==> src/verilog/videoDma_consts.svh <==
// Sizing macros for the video frame-buffer DMA; include wherever bus or memory widths are needed
`ifndef VIDEODMA_CONSTS_SVH
`define VIDEODMA_CONSTS_SVH

// --------------------------------------------------
// Bus sizing
// --------------------------------------------------
`define UFI_DATA_W 16           // Pixel word and bus data width
`define UFI_ADRS_W 12           // Word address width

// --------------------------------------------------
// Storage sizing
// --------------------------------------------------
`define DMA_FIFO_DEPTH 16       // Upstream write FIFO entries, power of two
`define RAM_WORDS 4096          // Frame RAM size in words

// RAM model back-pressure
// One stall cycle per period
`define RAM_REFRESH_PERIOD 7

`endif

==> src/verilog/videoDmaPkg.sv <==
// Shared types of the frame-buffer DMA: bus opcodes, unit states and UFI request/response
`include "videoDma_consts.svh"

package videoDmaPkg;

	// --------------------------------------------------
	// Bus opcode
	// --------------------------------------------------
	typedef enum logic
	{
		ufiWrite = 1'b0,         // Store wd at adrs
		ufiRead  = 1'b1          // Fetch word, returned next cycle
	} ufiCmdT;

	// DMA unit state
	typedef enum logic [1:0]
	{
		dmaIdle      = 2'd0,     // Disabled, all pointers at buffer 0
		dmaRun       = 2'd1,     // Normal read/write traffic
		dmaWriteHold = 2'd2      // Writer parked at frame boundary
	} dmaStateT;

	// --------------------------------------------------
	// Master to slave request
	// --------------------------------------------------
	typedef struct packed
	{
		logic                   valid;   // Request present, held while not ready
		ufiCmdT                 cmd;
		logic [`UFI_ADRS_W-1:0] adrs;    // Word address
		logic [`UFI_DATA_W-1:0] wd;      // Write data, ignored for reads
	} ufiReqT;

	// Slave to master read return
	typedef struct packed
	{
		logic                   rdValid; // One cycle after read accept
		logic [`UFI_DATA_W-1:0] rd;
	} ufiRspT;

endpackage

==> src/verilog/videoDmaUnit.sv <==
// Double-buffer frame DMA: arbitrates FIFO writes and downstream reads onto the UFI bus
`timescale 1ns/1ps
`include "videoDma_consts.svh"

module videoDmaUnit
	import videoDmaPkg::*;
(
	input  logic                   iClk,
	input  logic                   arstN,
	input  logic                   iDmaEn,
	input  logic                   iDmaRe,       // Downstream has room for two words
	input  logic [`UFI_ADRS_W-1:0] iBufAdrs0,    // Buffer 0 base
	input  logic [`UFI_ADRS_W-1:0] iBufAdrs1,    // Buffer 1 base
	input  logic [`UFI_ADRS_W-1:0] iFrameLen,    // Words per frame
	input  logic [`UFI_DATA_W-1:0] fifoRd,
	input  logic                   fifoRvd,
	input  logic                   fifoEmp,
	input  logic                   ufiRdy,
	input  ufiRspT                 ufiRsp,
	output logic                   fifoRe,
	output ufiReqT                 ufiReq,
	output logic [`UFI_DATA_W-1:0] oDmaRd,
	output logic                   oDmaREd
);

	dmaStateT               state;
	ufiReqT                 reqQ;        // Request register driving the bus
	ufiReqT                 reqNext;
	logic                   wrSel;       // Buffer being written
	logic                   rdSel;       // Buffer being read
	logic                   doneSel;     // Last completed buffer
	logic [`UFI_ADRS_W-1:0] wrOfs;
	logic [`UFI_ADRS_W-1:0] rdOfs;
	logic [`UFI_ADRS_W-1:0] frameLast;
	logic                   wSel;
	logic                   rSel;
	logic                   stall;
	logic                   wrLoad;
	logic                   rdLoad;
	logic                   holdNeeded;

	assign ufiReq    = reqQ;
	assign frameLast = iFrameLen - 1'b1;
	assign stall     = reqQ.valid && !ufiRdy;   // Request must sit unchanged

	// --------------------------------------------------
	// Buffer choice at frame start
	// --------------------------------------------------
	// Writer always targets the buffer opposite the last completed one
	assign wSel = (wrOfs == '0) ? ~doneSel : wrSel;
	assign rSel = (rdOfs == '0) ? doneSel : rdSel;   // Reader latches newest frame

	// Reader still inside the buffer the writer wants next
	assign holdNeeded = (rdOfs != '0) && (rdSel == ~doneSel);

	// Load events, updated at issue since an issued request is never dropped
	assign wrLoad = iDmaEn && !stall && fifoRvd;
	assign rdLoad = iDmaEn && !stall && !fifoRvd && iDmaRe;

	// Pop only with a free bus slot next cycle and no read wanted
	assign fifoRe = iDmaEn && (state == dmaRun) && !iDmaRe && !fifoEmp && !fifoRvd && !stall;

	// --------------------------------------------------
	// Next bus request
	// --------------------------------------------------
	always_comb
	begin
		reqNext.valid = 1'b0;
		reqNext.cmd   = ufiRead;
		reqNext.adrs  = (rSel ? iBufAdrs1 : iBufAdrs0) + rdOfs;
		reqNext.wd    = fifoRd;
		if (fifoRvd)                            // Popped word goes out first
		begin
			reqNext.valid = 1'b1;
			reqNext.cmd   = ufiWrite;
			reqNext.adrs  = (wSel ? iBufAdrs1 : iBufAdrs0) + wrOfs;
		end
		else if (iDmaRe)
			reqNext.valid = 1'b1;
	end

	// --------------------------------------------------
	// State, offsets and request register
	// --------------------------------------------------
	always_ff @(posedge iClk or negedge arstN)
	begin
		if (!arstN)
		begin
			state   <= dmaIdle;
			reqQ    <= '0;
			wrSel   <= 1'b0;
			rdSel   <= 1'b0;
			doneSel <= 1'b0;
			wrOfs   <= '0;
			rdOfs   <= '0;
			oDmaREd <= 1'b0;
		end
		else if (!iDmaEn)
		begin
			state   <= dmaIdle;                 // Back to buffer 0 base
			reqQ.valid <= 1'b0;
			wrSel   <= 1'b0;
			rdSel   <= 1'b0;
			doneSel <= 1'b0;
			wrOfs   <= '0;
			rdOfs   <= '0;
			oDmaREd <= 1'b0;
		end
		else
		begin
			if (state == dmaIdle) state <= dmaRun;
			if (state == dmaWriteHold && !holdNeeded) state <= dmaRun;   // Reader left
			if (!stall) reqQ <= reqNext;
			if (wrLoad)
			begin
				wrSel <= wSel;
				if (wrOfs == frameLast)          // Frame complete
				begin
					wrOfs   <= '0;
					doneSel <= wSel;
					if ((rdOfs != '0) && (rdSel == ~wSel)) state <= dmaWriteHold;
				end
				else
					wrOfs <= wrOfs + 1'b1;
			end
			if (rdLoad)
			begin
				rdSel <= rSel;
				rdOfs <= (rdOfs == frameLast) ? '0 : rdOfs + 1'b1;
			end
			oDmaREd <= ufiRsp.rdValid;          // Two cycles after accept
		end
	end

	// Downstream data, follows the RAM return
	always_ff @(posedge iClk)
	begin
		oDmaRd <= ufiRsp.rd;
	end

	// Writer and reader never share a buffer mid-frame
	aBufApart : assert property (@(posedge iClk) disable iff (!arstN)
		(wrOfs != '0) && (rdOfs != '0) |-> (wrSel != rdSel))
		else $error("videoDmaUnit: writer and reader in same buffer");

endmodule

==> config.mk <==
export PLATFORM = sky130hd
export DESIGN_NAME = videoDmaUnit
export DESIGN_NICKNAME = d
export VERILOG_FILES = /design/src/verilog/videoDmaPkg.sv /design/src/verilog/videoDmaUnit.sv
export VERILOG_INCLUDE_DIRS = /design/src /design/src/verilog
export SDC_FILE = /design/constraint.sdc
export NUM_CORES = 1
export LEC_CHECK = 0
export ABC_AREA = 1
export BUFFER_PORTS_ARGS = -buffer_cell sky130_fd_sc_hd__buf_2
export CORE_MARGIN = 4
export CORE_UTILIZATION = 45
export CTS_CLUSTER_DIAMETER = 120
export DETAILED_ROUTE_END_ITERATION = 10
export PLACE_DENSITY = 0.7
export SLEW_MARGIN = 5
export SYNTH_ARGS = -nofsm -noshare
export SYNTH_HDL_FRONTEND = slang
export SYNTH_SLANG_ARGS = --single-unit
==> constraint.sdc <==
create_clock -name iClk -period 4.1 [get_ports iClk]
set_input_delay 0.41 -clock iClk [delete_from_list [all_inputs] [get_ports iClk]]
set_output_delay 0.41 -clock iClk [all_outputs]
set_load 0.01 [all_outputs]
==> results.py, run 1 <==
metrics = {
    "outcome": {
        "status": "finished, final reports clean",
    },
    "timing": {
        "fmaxAchievable_ghz": 0.2796,
        "rsz0062_at_grt": "no",
        "post-route-min-period_ns": 3.576,
        "max-slew-margin-rel": 0.4532,
        "worst_slew_pin_slew_ns": 0.8202,
        "finalCritPeriodShare": 0.8722,
        "setup_viol_count_final": 0,
        "maxSlewViolCount": 0,
        "holdWs_ns": 0.1687,
        "clock-skew-final_ns": 0.005988,
        "setup_tns_ns": 0,
        "final_hold_viol_count": 0,
    },
    "routing": {
        "routed_wl_um": 16360,
        "drt_iter0_markers": 412,
        "via_per_inst": 5.286,
        "vias": 5677,
        "drtAntennaViolNets": 0,
        "drc": 0,
        "first_pass_iters": 6,
        "post_drt_wl_per_cell_um": 15.24,
    },
    "synthesis": {
        "synth_area_um2": 5440,
        "syn-num-nets": 907,
        "synth_area_per_cell_um2": 6.783,
        "synth_cell_types": 42,
        "synth_area_leaders": "dfrtp_1 28%, nand2_1 17%, nand3_1 7.2%",
        "synth_top_area_frac": 0.2760,
        "ys_warn_count": 0,
        "netlist_instances": 802,
        "yosys_register_bits": 76,
        "synth_area_leader_cell": "dfrtp_1",
        "ys_seq_area_frac": 0.3349,
    },
    "worst_setup_path": {
        "required_ns": 4.33,
        "setup.worst_path.start": "wrOfs[1]$_DFFE_PN0P_",
        "r2r_start": "wrOfs[1]$_DFFE_PN0P_",
        "worstPathArrival_ns": 3.81,
        "crit_fanout": 11,
        "crit_type": "reg2reg",
        "reg2regPathDepth": 23,
        "worst_setup_path_start_kind": "register",
        "r2r_slack_ns": 0.52,
        "cp-end-kind": "register",
        "rr_endpoint": "ufiReq[24]$_DFFE_PN0P_",
    },
    "cts": {
        "clk_pin_slew_ns": 0.06,
        "cts_buffer_depth": 2,
        "cts_tree": "built",
        "htree_levels": 3,
        "cts.repair.resized": 0,
        "cts_setup_buffers": 0,
        "worstSkewPairLatency_ns": 0.34,
        "cts-root-buf": "clkbuf_16",
        "cts.sinks": 76,
        "postCtsHoldBufs": 0,
        "cts_buffers": 9,
    },
    "floorplanning": {
        "die_area_um2": 13910,
        "ioPinCount": 124,
        "die_h_um": 118.0,
        "rows": 39,
        "die_x_um": 118.0,
        "initial_core_util": 0.4684,
        "core_um2": 11610,
    },
    "pwr": {
        "ir_drop_mv": 0.2418,
        "p_int_mw": 1.469,
        "seqPwrFrac": 0.392,
        "power_frac_clock": 0.379,
        "p_leak_nw": 3.474,
        "p_per_area_nw_per_um2": 327.1,
        "p_sw_frac": 0.3099,
        "pwr-share-comb": 0.229,
        "net-switching-power_uw": 659.5,
    },
    "global_route": {
        "gr-usage-all-layers": 0.2359,
        "overflow": 0,
        "grt_max_degree": 38,
        "grt_pass1_vias": 5438,
        "antenna_found_initial": 0,
        "grt_pass1_wl_um": 26920,
    },
    "finish": {
        "final_cell_mix": "246 x nand2_1, 123 x buf_2, 88 x inv_1",
        "drive_above_1_share": 0.1912,
        "layout_commonest_cell": "nand2_1",
        "fin_nets": 1031,
        "final_util": 0.5602,
        "antenna_cells": 0,
        "syn_to_final_growth_pct": 19.60,
    },
    "placed_design": {
        "place_hpwl_um": 12860,
        "gp_congestion": 0.9090,
        "io_buffers": 123,
    },
    "run": {
        "drv_cap": 0,
    },
    "worst_hold_path": {
        "hold_class": "in2async",
    },
}
-- final cells by class --
type	count	area (µm²)
fillers	1164	5107
multi-input cells	618	3194
well taps	143	178.9
inverters	93	351.6
clock inverters	3	23.77
repair buffers	128	653.1
flip-flops and latches	76	1822
clock buffers	13	282.8
-- cell usage after synthesis (all sizes together) --
cell,instances
nand3b,4
clkinv,1
o21ai,50
xor2,22
dfxtp,16
nand3,81
or2,1
nor3,17
xnor2,2
inv,92
o2111ai,1
a211oi,1
nand2,259
dfrtp,60
and3,2
buf,9
a21boi,2
o31ai,1
o22ai,3
o21bai,3
fa,2
nor2,71
clkbuf,6
a31oi,3
ha,27
o21a,1
a21oi,52
o221ai,1
nand4,12
-- registers in the layout (all words and copies together), names as in the netlist --
| signal | count |
|---|---|
| rdSel | 1 |
| wrSel | 1 |
| ufiReq | 30 |
| rdOfs | 12 |
| state | 2 |
| oDmaREd | 1 |
| oDmaRd | 16 |
| wrOfs | 12 |
| doneSel | 1 |
-- how the worst max path moves through the flow --
| stage | to | slack [ns] |
|---|---|---|
| after floorplan | ufiReq[26]$_DFFE_PN0P_ | 0.96 |
| after global placement | ufiReq[24]$_DFFE_PN0P_ | 0.67 |
| after detailed placement | ufiReq[24]$_DFFE_PN0P_ | 0.61 |
| after CTS | ufiReq[24]$_DFFE_PN0P_ | 0.60 |
| after global routing | ufiReq[25]$_DFFE_PN0P_ | 0.10 |
| final | ufiReq[24]$_DFFE_PN0P_ | 0.52 |
-- cells by family (layout without fill, tap and decap cells) --
kind of cell,after synthesis,in the layout,share of synthesized area
AO/OA/AOI/OAI,118,118,0.1164
XOR/XNOR,24,24,0.03864
adder cells (fa/ha/maj),29,29,0.06946
buffers and inverters,108,237,0.07797
flip-flops,76,76,0.3349
AND/OR/NAND/NOR,447,447,0.3627
-- metrics by stage --
| stage | instances | total power [mW] | setup WS [ns] | instance area, µm² |
|---|---|---|---|---|
| finish | 1074 | 2.128 | 0.5239 | 6506 |
| global route | 1074 | 2.248 | 0.1012 | 6506 |
| CTS | 1074 | 2.148 | 0.6008 | 6506 |
| detailed placement | 1058 | 1.332 | 0.6119 | 6200 |
| floorplan | 802 | 1.142 | 0.9597 | 5440 |
| global placement | 1058 | 1.328 | 0.6663 | 6200 |
-- critical path, cell delays in order, from the launching register on --
cell,delay (ns)
dfrtp_1,0.41
inv_1,0.17
ha_1,0.20
nand2_1,0.06
nor2_1,0.14
nand3_1,0.09
nand2_1,0.09
nand2_1,0.25
o21ai_0,0.26
ha_1,0.19
inv_1,0.06
fa_1,0.37
inv_1,0.10
nand3_1,0.07
nand2_1,0.11
a21oi_1,0.08
o21bai_1,0.35
nand2_1,0.14
nand2_1,0.08
nand2_1,0.05
nand3_1,0.07
nand2_1,0.05
nand2_1,0.05
nand2_1,0.05
-- routing by layer --
layer | wire length [µm] | part of all wire | GRT usage | vias up
met2 | 7656 | 0.47 | 0.3891 | 187
met1 | 7442 | 0.45 | 0.3209 | 2619
li1 | - | - | - | 2854
met3 | 1056 | 0.065 | 0.04565 | 17
met5 | 0 | 0 | 0 | -
met4 | 208 | 0.013 | 0.05421 | 0
-- power by group through the flow --
stage	clock network [mW]	registers (mW)	logic, mW
2_1_floorplan	0	0.873	0.269
3_3_place_gp	0	0.847	0.482
3_5_place_dp	0	0.847	0.486
4_1_cts	0.826	0.834	0.488
5_1_grt	0.854	0.841	0.553
6_report	0.807	0.834	0.488
No activity file was read; power rests on OpenSTA's default activity.
==> run 2: changes to the inputs <==
PLACE_DENSITY = not set   (was 0.7)
PLACE_DENSITY_LB_ADDON = 0.3   (was not set)
==> run 2 against run 1 <==
Compared with the run above:
- worst hold slack worse by 0.016 ns
- critical path type unchanged
- maximum frequency down 0.90%
- critical path depth unchanged
==> results.py, run 2 (synthesis results as in run 1) <==
metrics = {
    "outcome": {
        "status": "finished, final reports clean",
    },
    "placed_design": {
        "gp_congestion": 0.9391,
        "postPlaceCellArea_um2": 6200,
        "pre_cts_ws_ns": 0.5793,
        "place_hpwl_um": 12690,
        "io_buffers": 123,
    },
    "worst_setup_path": {
        "worstPathArrival_ns": 3.85,
        "crit_fanout": 22,
        "crit_path_cell_trace": "inv_1, ha_1, nand3_1, nor2_1, nand2_1, nand2_1, nand2_1, inv_1, nand2_1, o21ai_0, ha_1, inv_1, fa_1, inv_1, a21oi_1, nor2_1, nand2_1, nand2_1, nand2_1, nand3_1, nand2_1, nand2_1, nand2_1",
        "critPathSlowestCell": "inv_1",
        "cp-end-kind": "register",
        "path_delay_family": "simple AND/OR/NAND/NOR gates",
        "critPathMostFrequentCell": "nand2_1",
        "crit_type": "reg2reg",
        "cp_slowest_stage_delay_ns": 0.45,
        "worst_setup_path_start_kind": "register",
        "worst-path-buf-inv": 4,
        "required_ns": 4.34,
    },
    "timing": {
        "finalCritPeriodShare": 0.8802,
        "fmaxAchievable_ghz": 0.2771,
        "rsz0062_at_grt": "no",
        "setup_tns_ns": 0,
        "max-slew-margin-rel": 0.4451,
        "final_hold_viol_count": 0,
        "worst_slew_pin_slew_ns": 0.8324,
        "clock-skew-final_ns": 0.006219,
        "maxSlewViolCount": 0,
        "post-route-min-period_ns": 3.609,
        "fin_ws_ns": 0.4913,
        "setup_viol_count_final": 0,
    },
    "finish": {
        "fin_nets": 1031,
        "largest_reg_flops": 30,
        "syn_to_final_growth_pct": 19.96,
        "layout_commonest_cell": "nand2_1",
        "antenna_cells": 0,
        "finalInstanceArea_um2": 6526,
        "drive_above_1_share": 0.1923,
        "final_cell_mix": "246 x nand2_1, 123 x buf_2, 88 x inv_1",
    },
    "global_route": {
        "antenna_found_initial": 0,
        "grt_pass1_vias": 5454,
        "overflow": 0,
        "grt_pass1_wl_um": 26570,
        "gr-usage-all-layers": 0.2361,
        "grt_max_degree": 37,
    },
    "cts": {
        "cts.sinks": 76,
        "cts_tree": "built",
        "postCtsHoldBufs": 0,
        "htree_levels": 3,
        "cts_buffer_depth": 2,
        "cts-root-buf": "clkbuf_16",
        "cts.repair.resized": 0,
        "worstSkewPairLatency_ns": 0.35,
        "cts_buffers": 9,
        "clk_pin_slew_ns": 0.06,
        "cts_setup_buffers": 0,
    },
    "run": {
        "drv_cap": 0,
    },
    "floorplanning": {
        "ioPinCount": 124,
        "die_x_um": 118.0,
        "core_um2": 11610,
        "initial_core_util": 0.4684,
        "die_h_um": 118.0,
        "die_area_um2": 13910,
        "rows": 39,
    },
    "routing": {
        "vias": 5762,
        "via_per_inst": 5.365,
        "post_drt_wl_per_cell_um": 14.97,
        "routed_wl_um": 16080,
        "drt_iter0_markers": 438,
        "drc": 0,
        "drtAntennaViolNets": 0,
        "first_pass_iters": 6,
    },
    "pwr": {
        "p_leak_nw": 3.484,
        "power.total_mw": 2.172,
        "ir_drop_mv": 0.4030,
        "p_per_area_nw_per_um2": 332.8,
    },
    "worst_hold_path": {
        "hold_class": "in2async",
    },
}
## run 2: final cells by class
| cell class | instances | area (µm²) |
|---|---|---|
| fill | 1183 | 5087 |
| multi-input combinational | 618 | 3194 |
| sequential | 76 | 1822 |
| timing repair buffer | 128 | 653.1 |
| inverter | 93 | 351.6 |
| clock buffer | 13 | 304.0 |
| tap | 143 | 178.9 |
| clock inverter | 3 | 22.52 |
## run 2: final timing paths
kind | from | end | slack, ns | depth (start not counted)
worst max-delay path | rdOfs[1]$_DFFE_PN0P_ | ufiReq[24]$_DFFE_PN0P_ | 0.49 | 23
worst min-delay path | arstN | ufiReq[8]$_DFFE_PN0P_ | 0.15 | 1
worst max register to register | rdOfs[1]$_DFFE_PN0P_ | ufiReq[24]$_DFFE_PN0P_ | 0.49 | 23
worst min register to register | ufiReq[15]$_DFFE_PN0P_ | ufiReq[15]$_DFFE_PN0P_ | 0.46 | 2
max in group asynchronous | arstN | ufiReq[21]$_DFFE_PN0P_ | 3.12 | 2
min in group iClk | ufiRsp[12] | oDmaRd[12]$_DFF_P_ | 0.16 | 1
## run 2: where the power goes
part	switching (mW)	total [mW]	internal (mW)
sequential	0.0306	0.836	0.805
combinational	0.308	0.484	0.175
clock	0.329	0.852	0.523
total	0.668	2.17	1.50
## run 2: metal layers
layer	global-route usage	wire [µm]	share of wire
met1	0.3100	7017	0.44
met2	0.3881	7424	0.46
met3	0.05430	1281	0.080
met4	0.07106	355	0.022
met5	0	0	0
## run 2: through the flow
stage	instances	util	hold WS (ns)
6_report	1074	0.5619	0.1522
5_1_grt	1074	0.5619	0.1499
4_1_cts	1074	0.5619	0.1506
3_5_place_dp	1058	0.5338	0.4532
3_3_place_gp	1058	0.5338	0.4486
2_1_floorplan	802	-	0.1144
