==> src/verilog/videoDma_consts.svh <==
// Sizing macros for the video frame-buffer DMA; include wherever bus or memory widths are needed
`ifndef VIDEODMA_CONSTS_SVH
`define VIDEODMA_CONSTS_SVH

// --------------------------------------------------
// Bus sizing
// --------------------------------------------------
`define UFI_DATA_W 16           // Pixel word and bus data width
`define UFI_ADRS_W 12           // Word address width

// --------------------------------------------------
// Storage sizing
// --------------------------------------------------
`define DMA_FIFO_DEPTH 16       // Upstream write FIFO entries, power of two
`define RAM_WORDS 4096          // Frame RAM size in words

// RAM model back-pressure
// One stall cycle per period
`define RAM_REFRESH_PERIOD 7

`endif

==> src/verilog/dmaWriteFifo.sv <==
// Upstream pixel FIFO feeding the DMA writer; pop returns a registered word one cycle later
`timescale 1ns/1ps
`include "videoDma_consts.svh"

module dmaWriteFifo
(
	input  logic                   iClk,
	input  logic                   arstN,
	input  logic [`UFI_DATA_W-1:0] wd,    // Pixel word from upstream
	input  logic                   we,
	input  logic                   re,    // Pop request from DMA unit
	output logic                   full,
	output logic [`UFI_DATA_W-1:0] rd,
	output logic                   rvd,   // Read data valid, one cycle after pop
	output logic                   emp
);

	localparam int IdxW = $clog2(`DMA_FIFO_DEPTH);

	logic [`UFI_DATA_W-1:0] mem [`DMA_FIFO_DEPTH];
	logic [IdxW:0]          wrPtr;   // Extra MSB as wrap flag
	logic [IdxW:0]          rdPtr;
	logic                   doWr;
	logic                   doRd;

	// Same index, different lap -> full
	assign full = (wrPtr[IdxW] != rdPtr[IdxW]) && (wrPtr[IdxW-1:0] == rdPtr[IdxW-1:0]);
	assign emp  = (wrPtr == rdPtr);
	assign doWr = we && !full;
	assign doRd = re && !emp;

	// --------------------------------------------------
	// Pointers and valid pulse
	// --------------------------------------------------
	always_ff @(posedge iClk or negedge arstN)
	begin
		if (!arstN)
		begin
			wrPtr <= '0;
			rdPtr <= '0;
			rvd   <= 1'b0;
		end
		else
		begin
			if (doWr) wrPtr <= wrPtr + 1'b1;
			if (doRd) rdPtr <= rdPtr + 1'b1;
			rvd <= doRd;                      // Pulse aligned with rd
		end
	end

	// Storage and output word
	always_ff @(posedge iClk)
	begin
		if (doWr) mem[wrPtr[IdxW-1:0]] <= wd;
		if (doRd) rd <= mem[rdPtr[IdxW-1:0]];
	end

	// Neither side may overrun its flag
	aNoOverUnder : assert property (@(posedge iClk) disable iff (!arstN)
		!(we && full) && !(re && emp))
		else $error("dmaWriteFifo: write while full or read while empty");

endmodule

==> config.mk <==
export PLATFORM = sky130hd
export DESIGN_NAME = dmaWriteFifo
export DESIGN_NICKNAME = d
export VERILOG_FILES = /design/src/verilog/dmaWriteFifo.sv
export VERILOG_INCLUDE_DIRS = /design/src /design/src/verilog
export SDC_FILE = /design/constraint.sdc
export NUM_CORES = 1
export LEC_CHECK = 0
export ABC_AREA = 0
export BUFFER_PORTS_ARGS = -buffer_cell sky130_fd_sc_hd__buf_2
export CAP_MARGIN = 10
export CORE_ASPECT_RATIO = 0.7
export CORE_MARGIN = 1
export CORE_UTILIZATION = 30
export DETAILED_ROUTE_END_ITERATION = 10
export PLACE_DENSITY_LB_ADDON = 0.25
export SYNTH_ARGS = -nofsm -noshare
export SYNTH_HDL_FRONTEND = slang
export SYNTH_SLANG_ARGS = --single-unit
export TNS_END_PERCENT = 50
==> constraint.sdc <==
create_clock -name iClk -period 5.5 [get_ports iClk]
set_input_delay 1.1 -clock iClk [delete_from_list [all_inputs] [get_ports iClk]]
set_output_delay 1.1 -clock iClk [all_outputs]
set_load 0.05 [all_outputs]
==> summary.txt, run 1 <==
Pwr
  • Net Sw Power: 2140 µW
  • Cell Pwr Density: 535 nW/µm²
  • Power share of the clock group: 0.277
  • Switching share of total power: 0.320
  • Combinational share of power: 0.293
  • Sequential share of power: 0.430
  • Internal power: 4550 µW
  • P_leak: 0.00392 µW
  • Worst VDD drop: 0.221 mV

Worst setup path
  • Crit Reg-Reg Startpoint: rdPtr[1]
  • Slowest cell on crit path: nor2_2
  • Worst reg2reg path depth: 4
  • Critical Path Sink Type: primary output
  • CP startpoint kind: flop
  • Reg2reg end: mem[11][6]
  • CP arrival: 3110 ps
  • Worst setup path class: reg -> out
  • CP cell instances: xnor2_1, nand4_1, nor2_2, buf_2
  • Max FO, Critical Path: 34
  • CP peak stage delay: 770 ps
  • R2R Setup Slk: 2620 ps
  • Worst Path Required: 4400 ps

Synthesis
  • Synth Register Bits: 283
  • Register area share after synthesis: 0.782
  • Syn Area/Cell: 22.0 µm²
  • Post-synthesis cell type count: 33
  • Post-Syn Nets: 515
  • Syn Inst Count: 490
  • Synth Cell Area: 10800 µm²
  • Yosys warning count: 0

STA
  • Fmax: 0.238 GHz
  • Setup TNS: 0 ps
  • Crit share post-route: 0.765
  • RSZ-0062 raised after global routing: false
  • Final Critical Period: 4210 ps
  • Endpoints failing hold: 0
  • # setup viols final: 0
  • Slew @ Worst Pin: 1130 ps
  • Slew Viols, Final: 0
  • Worst slew margin: 0.245
  • Max Clock Skew: 13.9 ps

Layout
  • Layout cells sized above 1: 0.319
  • Final instance area: 12500 µm²
  • Multi-input gate area: 2250 µm²
  • Antenna Cells: 0
  • Area delta synth->final: 15.7%
  • Layout fillers: 3268
  • Final Core Density: 0.356
  • Nets: 573
  • Reg area: 8450 µm²

Clocking
  • H-tree Lvls: 1
  • Clock Tree Buf Depth: 3
  • CTS tree: built
  • Post-cts resize count: 0
  • Worst-path clk slew: 60 ps
  • # clock sinks: 283
  • CTS Buf Count: 29
  • Setup bufs post-CTS: 0
  • Clock Latency Late Sink: 540 ps
  • CTS root buf: clkbuf_16
  • Hold Buf Count CTS: 0

Status
  • Status: complete, no violations

Floorplanning
  • Die ar.: 36800 µm²
  • Die Y: 161 µm
  • Initial Util: 0.308
  • Num rows: 57
  • Die Wd: 229 µm
  • Area of the core: 35100 µm²
  • IO Pins: 39

Place
  • Gpl congestion: 0.770
  • Placed Area: 11600 µm²
  • HPWL after DPL: 13500 µm
  • Count of buffers from port buffering: 38

Flow run
  • Max-cap violation count: 0

Route
  • Met2 WL: 10700 µm
  • Routed via count: 4920
  • Top layer in use: met4
  • Met3 wire len: 919 µm
  • Routed Antenna Nets: 0
  • DR WL/cell: 22.2 µm
  • Met1 Wirelength: 11000 µm
  • Vias per cell: 4.74
  • Post-route DRC violation count: 0
  • 1st-pass router iterations: 4
  • Detailed Route WL: 23000 µm
  • Initial DRC count: 374

Global routing
  • Initial antenna violation count: 0
  • First-pass GRT wire length: 34100 µm
  • Vias in the first global route: 5219
  • GR Overflow Total: 0
  • GRT Util Overall: 0.128
  • Largest net degree at the start of global routing: 38

Min path
  • Worst Hold Class: in -> async
-- cell type report --
class | instances | share of cell area
multi-input combinational | 177 | 0.180
sequential | 283 | 0.676
tap | 472 | 0.0473
timing repair buffer | 54 | 0.0248
clock buffer | 37 | 0.0605
inverter | 3 | 0.000901
clock inverter | 11 | 0.0102
-- cell usage in the layout, fill, tap and decap left out, types with 2 or more instances in the layout --
| cell type | Yosys | routed |
|---|---|---|
| ha_1 | 5 | 5 |
| clkbuf_1 | 9 | 8 |
| nand2_1 | 7 | 7 |
| clkinv_1 | 0 | 4 |
| nand4_1 | 2 | 2 |
| and3_1 | 2 | 2 |
| dfrtp_2 | 0 | 2 |
| o22ai_1 | 32 | 32 |
| xnor2_1 | 11 | 11 |
| buf_4 | 6 | 16 |
| dfrtp_1 | 11 | 8 |
| nor3_2 | 0 | 10 |
| nor4_2 | 0 | 3 |
| clkbuf_16 | 0 | 29 |
| buf_2 | 6 | 38 |
| o211ai_1 | 3 | 3 |
| nor2_2 | 1 | 4 |
| nor2_1 | 21 | 18 |
| clkinv_2 | 0 | 3 |
| nand2b_1 | 4 | 4 |
| inv_1 | 3 | 3 |
| edfxtp_1 | 272 | 272 |
| bufinv_16 | 0 | 3 |
| mux4_2 | 64 | 64 |
-- flip-flops by register name, indices dropped and copies added, names as in the netlist --
| name | count |
|---|---|
| rd | 16 |
| rvd | 1 |
| wrPtr | 5 |
| mem | 256 |
| rdPtr | 5 |
-- power by group through the flow --
| stage | combinational [µW] | sequential, µW | clock [µW] |
|---|---|---|---|
| 6_report | 1960 | 2880 | 1850 |
| 2_1_floorplan | 1280 | 3050 | 0 |
| 3_5_place_dp | 2000 | 2930 | 0 |
| 4_1_cts | 2010 | 2880 | 1900 |
| 5_1_grt | 2100 | 2910 | 1980 |
| 3_3_place_gp | 1980 | 2910 | 0 |
-- worst max-delay path, delay by kind of cell, from the launching register on --
family | cells | cell delay, ps
XOR/XNOR | 1 | 180
buffers and inverters | 1 | 390
flip-flops | 1 | 760
AND/OR/NAND/NOR | 2 | 1230
-- Yosys cell counts --
cell,count,area share
nor2_1,21,0.0073
o21ai_2,1,0.00081
or2_2,1,0.00058
o31ai_4,1,0.0020
nor2_2,1,0.00058
o21bai_2,1,0.0010
buf_6,5,0.0052
o31ai_1,1,0.00070
nand2b_1,4,0.0023
mux4_2,64,0.13
and3_1,2,0.0012
and2_1,1,0.00058
nor3_1,10,0.0046
dfrtp_1,11,0.025
clkbuf_1,9,0.0031
nand4_1,2,0.0012
inv_1,3,0.0010
clkbuf_2,1,0.00046
buf_4,6,0.0042
xor2_1,1,0.00081
o211ai_1,3,0.0021
mux2_2,1,0.0010
o21ai_0,1,0.00046
xnor2_1,11,0.0089
ha_1,5,0.0058
nor4_1,3,0.0017
mux2_1,1,0.0010
nand2_1,7,0.0024
o21ai_1,1,0.00046
buf_2,6,0.0028
o22ai_1,32,0.019
edfxtp_1,272,0.76
mux2_4,1,0.0014
-- cell families (layout without fill, tap and decap cells) --
group	count (synthesis)	after routing	share of synthesized area
AO/OA/AOI/OAI	41	41	0.0261
XOR/XNOR	12	12	0.00974
adder cells (fa/ha/maj)	5	5	0.00580
buffers and inverters	30	105	0.0168
flip-flops	283	283	0.782
multiplexers	67	67	0.137
AND/OR/NAND/NOR	52	52	0.0225
-- how the worst max path moves through the flow --
| stage | from | to | slack (ps) | depth (start not counted) |
|---|---|---|---|---|
| after floorplan | we | mem[0][0] | 2310 | 2 |
| after global placement | rdPtr[1] | full | 1900 | 4 |
| after detailed placement | rdPtr[1] | full | 1830 | 4 |
| after CTS | rdPtr[1] | full | 1240 | 4 |
| after global routing | rdPtr[1] | full | 1070 | 4 |
| final | rdPtr[1] | full | 1290 | 4 |
-- through the flow --
stage                     total power (µW)  hold WS [ps]  cells  setup slack [ps]
after global routing                  6990           425   1037              1070
after CTS                             6790           408   1037              1240
after global placement                4890           556    989              1900
after floorplan                       4340           533    490              2310
final                                 6690           429   1037              1290
after detailed placement              4930           585    989              1830
-- metal layers --
metal,vias up,track usage
met5,-,0
met3,37,0.0247
li1,2160,-
met2,72,0.201
met4,0,0.0275
met1,2651,0.184
Note: power is estimated with default switching activity, not from simulation.
==> run 2: changes to the inputs <==
==> constraint.sdc (replaced) <==
create_clock -name iClk -period 3.85 [get_ports iClk]
set_input_delay 0.77 -clock iClk [delete_from_list [all_inputs] [get_ports iClk]]
set_output_delay 0.77 -clock iClk [all_outputs]
set_load 0.05 [all_outputs]
==> run 2 against run 1 <==
Critical path depth rose by 1. First-iteration DRC count fell by 7.5%. Flip-flop and latch count did not move. Largest power group unchanged. Clock-buffer cell count rose by 1. Highest routed layer unchanged. Worst setup slack got worse by 620 ps.
==> summary.txt, run 2 (synthesis gave the netlist of run 1 again) <==
STA
  • Worst slew margin: 0.232
  • Fmax: 0.315 GHz
  • Setup TNS: 0 ps
  • Crit share post-route: 0.824
  • RSZ-0062 raised after global routing: false
  • # setup viols final: 0
  • WHS: 96.7 ps
  • Endpoints failing hold: 0
  • Slew Viols, Final: 0
  • Final Critical Period: 3170 ps
  • Slew @ Worst Pin: 1150 ps
  • Max Clock Skew: 14.4 ps
  • Final Worst Setup Slack: 678 ps

Clocking
  • Hold Buf Count CTS: 0
  • CTS tree: built
  • Clock Tree Buf Depth: 3
  • # clock sinks: 283
  • H-tree Lvls: 1
  • Post-cts resize count: 0
  • Setup bufs post-CTS: 0
  • Clock Latency Late Sink: 550 ps
  • CTS Buf Count: 28
  • Worst-path clk slew: 60 ps
  • CTS root buf: clkbuf_16

Worst setup path
  • CP Capture Point: full
  • Crit Reg-Reg Startpoint: wrPtr[2]
  • Reg2reg end: mem[8][7]
  • R2R Setup Slk: 1100 ps
  • Max FO, Critical Path: 11
  • CP arrival: 2400 ps
  • Worst setup path class: reg -> out
  • CP startpoint kind: flop
  • Worst Path Required: 3080 ps
  • Worst Setup SP: wrPtr[2]
  • Worst reg2reg path depth: 6
  • Critical Path Sink Type: primary output

Layout
  • Area delta synth->final: 15.5%
  • Final instance area: 12500 µm²
  • Most frequent cells in the layout: 272 x edfxtp_1, 64 x mux4_2, 38 x buf_2
  • Commonest non-fill, non-tap cell in the layout: edfxtp_1
  • Antenna Cells: 0
  • Nets: 577
  • Layout cells sized above 1: 0.324
  • Max reg flops: 256

Global routing
  • Gr busiest metal: met2
  • Met1 Resource Use GR: 0.198
  • GR Overflow Total: 0
  • GRT Util Overall: 0.138
  • Largest net degree at the start of global routing: 38
  • First-pass GRT wire length: 37000 µm
  • Vias in the first global route: 5398
  • Met2 usage: 0.218
  • Initial antenna violation count: 0
  • Routing usage on met3: 0.0240

Route
  • Vias per cell: 4.89
  • DR WL/cell: 23.6 µm
  • Detailed Route WL: 24700 µm
  • 1st-pass router iterations: 4
  • Initial DRC count: 346
  • Routed Antenna Nets: 0
  • Post-route DRC violation count: 0
  • Routed via count: 5099

Floorplanning
  • IO Pins: 39
  • Die ar.: 36800 µm²
  • Die Y: 161 µm
  • Initial Util: 0.308
  • Num rows: 57
  • Area of the core: 35100 µm²
  • Die Wd: 229 µm

Place
  • Placed Area: 11600 µm²
  • Pre-CTS setup slack: 1060 ps
  • Count of buffers from port buffering: 38
  • HPWL after DPL: 14400 µm
  • Gpl congestion: 0.753

Pwr
  • Worst VDD drop: 0.336 mV
  • Cell Pwr Density: 755 nW/µm²
  • P_leak: 0.00393 µW
  • Design Power: 9410 µW

Flow run
  • Max-cap violation count: 0

Min path
  • Worst Hold Class: in -> async

Status
  • Status: complete, no violations
## run 2: area by class of cell
cell class              count  area [µm²]
fillers                  3250       22600
flip-flops and latches    283        8450
clock inverters            11        53.8
inverters                   3        11.3
well taps                 472         591
multi-input cells         177        2250
clock buffers              38         759
repair buffers             59         355
## run 2: per-stage QoR
stage / util / instances
4_1_cts: 0.355 / 1042
5_1_grt: 0.355 / 1043
3_3_place_gp: 0.332 / 993
3_5_place_dp: 0.332 / 993
2_1_floorplan: - / 490
6_report: 0.355 / 1043
## run 2: report_power, final
group | total [µW] | internal [µW] | switching [µW] | leakage [µW]
combinational | 2850 | 1070 | 1780 | 0.000931
clock | 2480 | 1370 | 1110 | 0.000402
sequential | 4080 | 3880 | 197 | 0.00259
## run 2: worst min-delay path by stage
stage	end	slack (ps)
finish	rvd	100
global route	rvd	90
CTS	wrPtr[1]	80
detailed placement	rdPtr[4]	590
global placement	rdPtr[4]	570
floorplan	rdPtr[0]	470
## run 2: critical path, cell delays in order (launching register included)
cell and delay [ps]:
dfrtp_1 600, xnor2_1 170, nand4_1 100, buf_4 190
nor2_2 440, buf_2 370
## run 2: routing by layer
metal,vias up,share of wire
met5,-,0
met3,34,0.052
met4,0,0.016
li1,2172,-
met2,138,0.48
met1,2755,0.46
==> run 3: changes to the inputs <==
==> constraint.sdc (replaced) <==
create_clock -name iClk -period 2.8 [get_ports iClk]
set_input_delay 0.56 -clock iClk [delete_from_list [all_inputs] [get_ports iClk]]
set_output_delay 0.56 -clock iClk [all_outputs]
set_load 0.05 [all_outputs]
==> run 3 against run 2 <==
Clock power increased by 42%. Clock skew decreased by 6.4 ps. Critical path depth unchanged. Power increased by 41%. Register-to-register slack got worse by 580 ps. Highest routed layer unchanged. Flip-flop and latch count unchanged. Cell area increased by 1.5%.
==> summary.txt, run 3 (synthesis gave the netlist of run 1 again) <==
Floorplanning
  • Area of the core: 35100 µm²
  • Die ar.: 36800 µm²
  • IO Pins: 39
  • Initial Util: 0.308
  • Die Wd: 229 µm
  • Die Y: 161 µm
  • Num rows: 57

STA
  • Max Clock Skew: 8.01 ps
  • Final Critical Period: 2600 ps
  • Setup TNS: 0 ps
  • Crit share post-route: 0.929
  • RSZ-0062 raised after global routing: false
  • Fmax: 0.385 GHz
  • Slew Viols, Final: 0
  • Endpoints failing hold: 0
  • Worst slew margin: 0.356
  • # setup viols final: 0
  • Slew @ Worst Pin: 964 ps

Pwr
  • Power share of the clock group: 0.267
  • Design Power: 13200 µW
  • Worst VDD drop: 0.560 mV
  • Switching share of total power: 0.328
  • Combinational share of power: 0.311
  • Sequential share of power: 0.422
  • Internal power: 8890 µW
  • P_leak: 0.00402 µW
  • Net Sw Power: 4340 µW
  • Cell Pwr Density: 1050 nW/µm²

Layout
  • Area delta synth->final: 17.2%
  • Antenna Cells: 0
  • Commonest non-fill, non-tap cell in the layout: edfxtp_1
  • Nets: 593
  • Max reg flops: 256
  • Most frequent cells in the layout: 272 x edfxtp_1, 64 x mux4_2, 38 x buf_2
  • Layout cells sized above 1: 0.350

Global routing
  • Routing usage on met3: 0.0231
  • GRT Util Overall: 0.138
  • GR Overflow Total: 0
  • Met1 Resource Use GR: 0.206
  • Vias in the first global route: 5274
  • Met2 usage: 0.210
  • First-pass GRT wire length: 36500 µm
  • Initial antenna violation count: 0
  • Gr busiest metal: met2
  • Largest net degree at the start of global routing: 68

Place
  • HPWL after DPL: 14800 µm
  • Gpl congestion: 0.778
  • Count of buffers from port buffering: 38

Route
  • Detailed Route WL: 24800 µm
  • Routed via count: 5084
  • Routed Antenna Nets: 0
  • Vias per cell: 4.79
  • 1st-pass router iterations: 4
  • Post-route DRC violation count: 0
  • DR WL/cell: 23.4 µm
  • Initial DRC count: 381

Clocking
  • Worst-path clk slew: 60 ps
  • CTS Buf Count: 28
  • Clock Tree Buf Depth: 3
  • Post-cts resize count: 0
  • CTS tree: built
  • Clock Latency Late Sink: 540 ps
  • H-tree Lvls: 1
  • Setup bufs post-CTS: 0
  • CTS root buf: clkbuf_16
  • Hold Buf Count CTS: 1
  • # clock sinks: 283

Worst setup path
  • CP top delay family: flip-flops
  • Critical Path Sink Type: primary output
  • WP buf/inv: 2
  • Max FO, Critical Path: 10
  • CP cell instances: xnor2_1, nand4_1, buf_4, nor2_2, buf_2
  • CP peak stage delay: 570 ps
  • CP startpoint kind: flop
  • CP arrival: 2040 ps
  • Slowest cell on crit path: dfrtp_1
  • Worst setup path class: reg -> out
  • Worst Path Required: 2240 ps

Status
  • Status: complete, no violations

Flow run
  • Max-cap violation count: 0

Min path
  • Worst Hold Class: in -> reg
run 3: cell type report:
cell class	instances	area [µm²]
fill	3259	22400
inverter	3	11.3
sequential	283	8450
clock inverter	18	123
tap	472	591
multi-input combinational	177	2250
timing repair buffer	75	495
clock buffer	33	741
run 3: worst paths after layout:
| check | slack (ps) | depth (start not counted) | start | endpoint |
|---|---|---|---|---|
| setup / recovery | 200 | 5 | wrPtr[3] | full |
| max in group asynchronous | 2130 | 2 | arstN | rdPtr[1] |
| min in group asynchronous | 430 | 2 | arstN | rvd |
| hold / removal | 340 | 3 | we | wrPtr[0] |
| hold reg to reg | 590 | 2 | rdPtr[4] | rdPtr[4] |
| setup reg to reg | 520 | 5 | wrPtr[0] | mem[11][15] |
run 3: stage by stage:
stage,instances,util,cell area (µm²),setup slack [ps],hold WS (ps)
after detailed placement,1009,0.336,11800,340,451
after floorplan,490,-,10800,-247,264
after CTS,1061,0.361,12700,182,312
after global routing,1061,0.361,12700,88.6,349
final,1061,0.361,12700,200,343
after global placement,1009,0.336,11800,358,444
run 3: power groups by stage:
stage | sequential, µW | clock, µW | combinational (µW)
after CTS | 5590 | 3650 | 4230
after global placement | 5640 | 0 | 4190
after detailed placement | 5670 | 0 | 4210
final | 5580 | 3530 | 4120
after floorplan | 6000 | 0 | 2520
after global routing | 5630 | 3800 | 4420
run 3: metal layers:
| metal | vias up | wire length, µm | share of wire |
|---|---|---|---|
| met3 | 29 | 1390 | 0.056 |
| met5 | - | 0 | 0 |
| met1 | 2715 | 11500 | 0.46 |
| li1 | 2203 | - | - |
| met4 | 0 | 430 | 0.017 |
| met2 | 137 | 11500 | 0.46 |
run 3: worst register-to-register path, delay by kind of cell, from the launching register on:
| family | cells | cell delay, ps |
|---|---|---|
| buffers and inverters | 1 | 270 |
| flip-flops | 1 | 470 |
| AND/OR/NAND/NOR | 2 | 810 |
| AO/OA/AOI/OAI | 1 | 260 |
| adder cells (fa/ha/maj) | 1 | 190 |
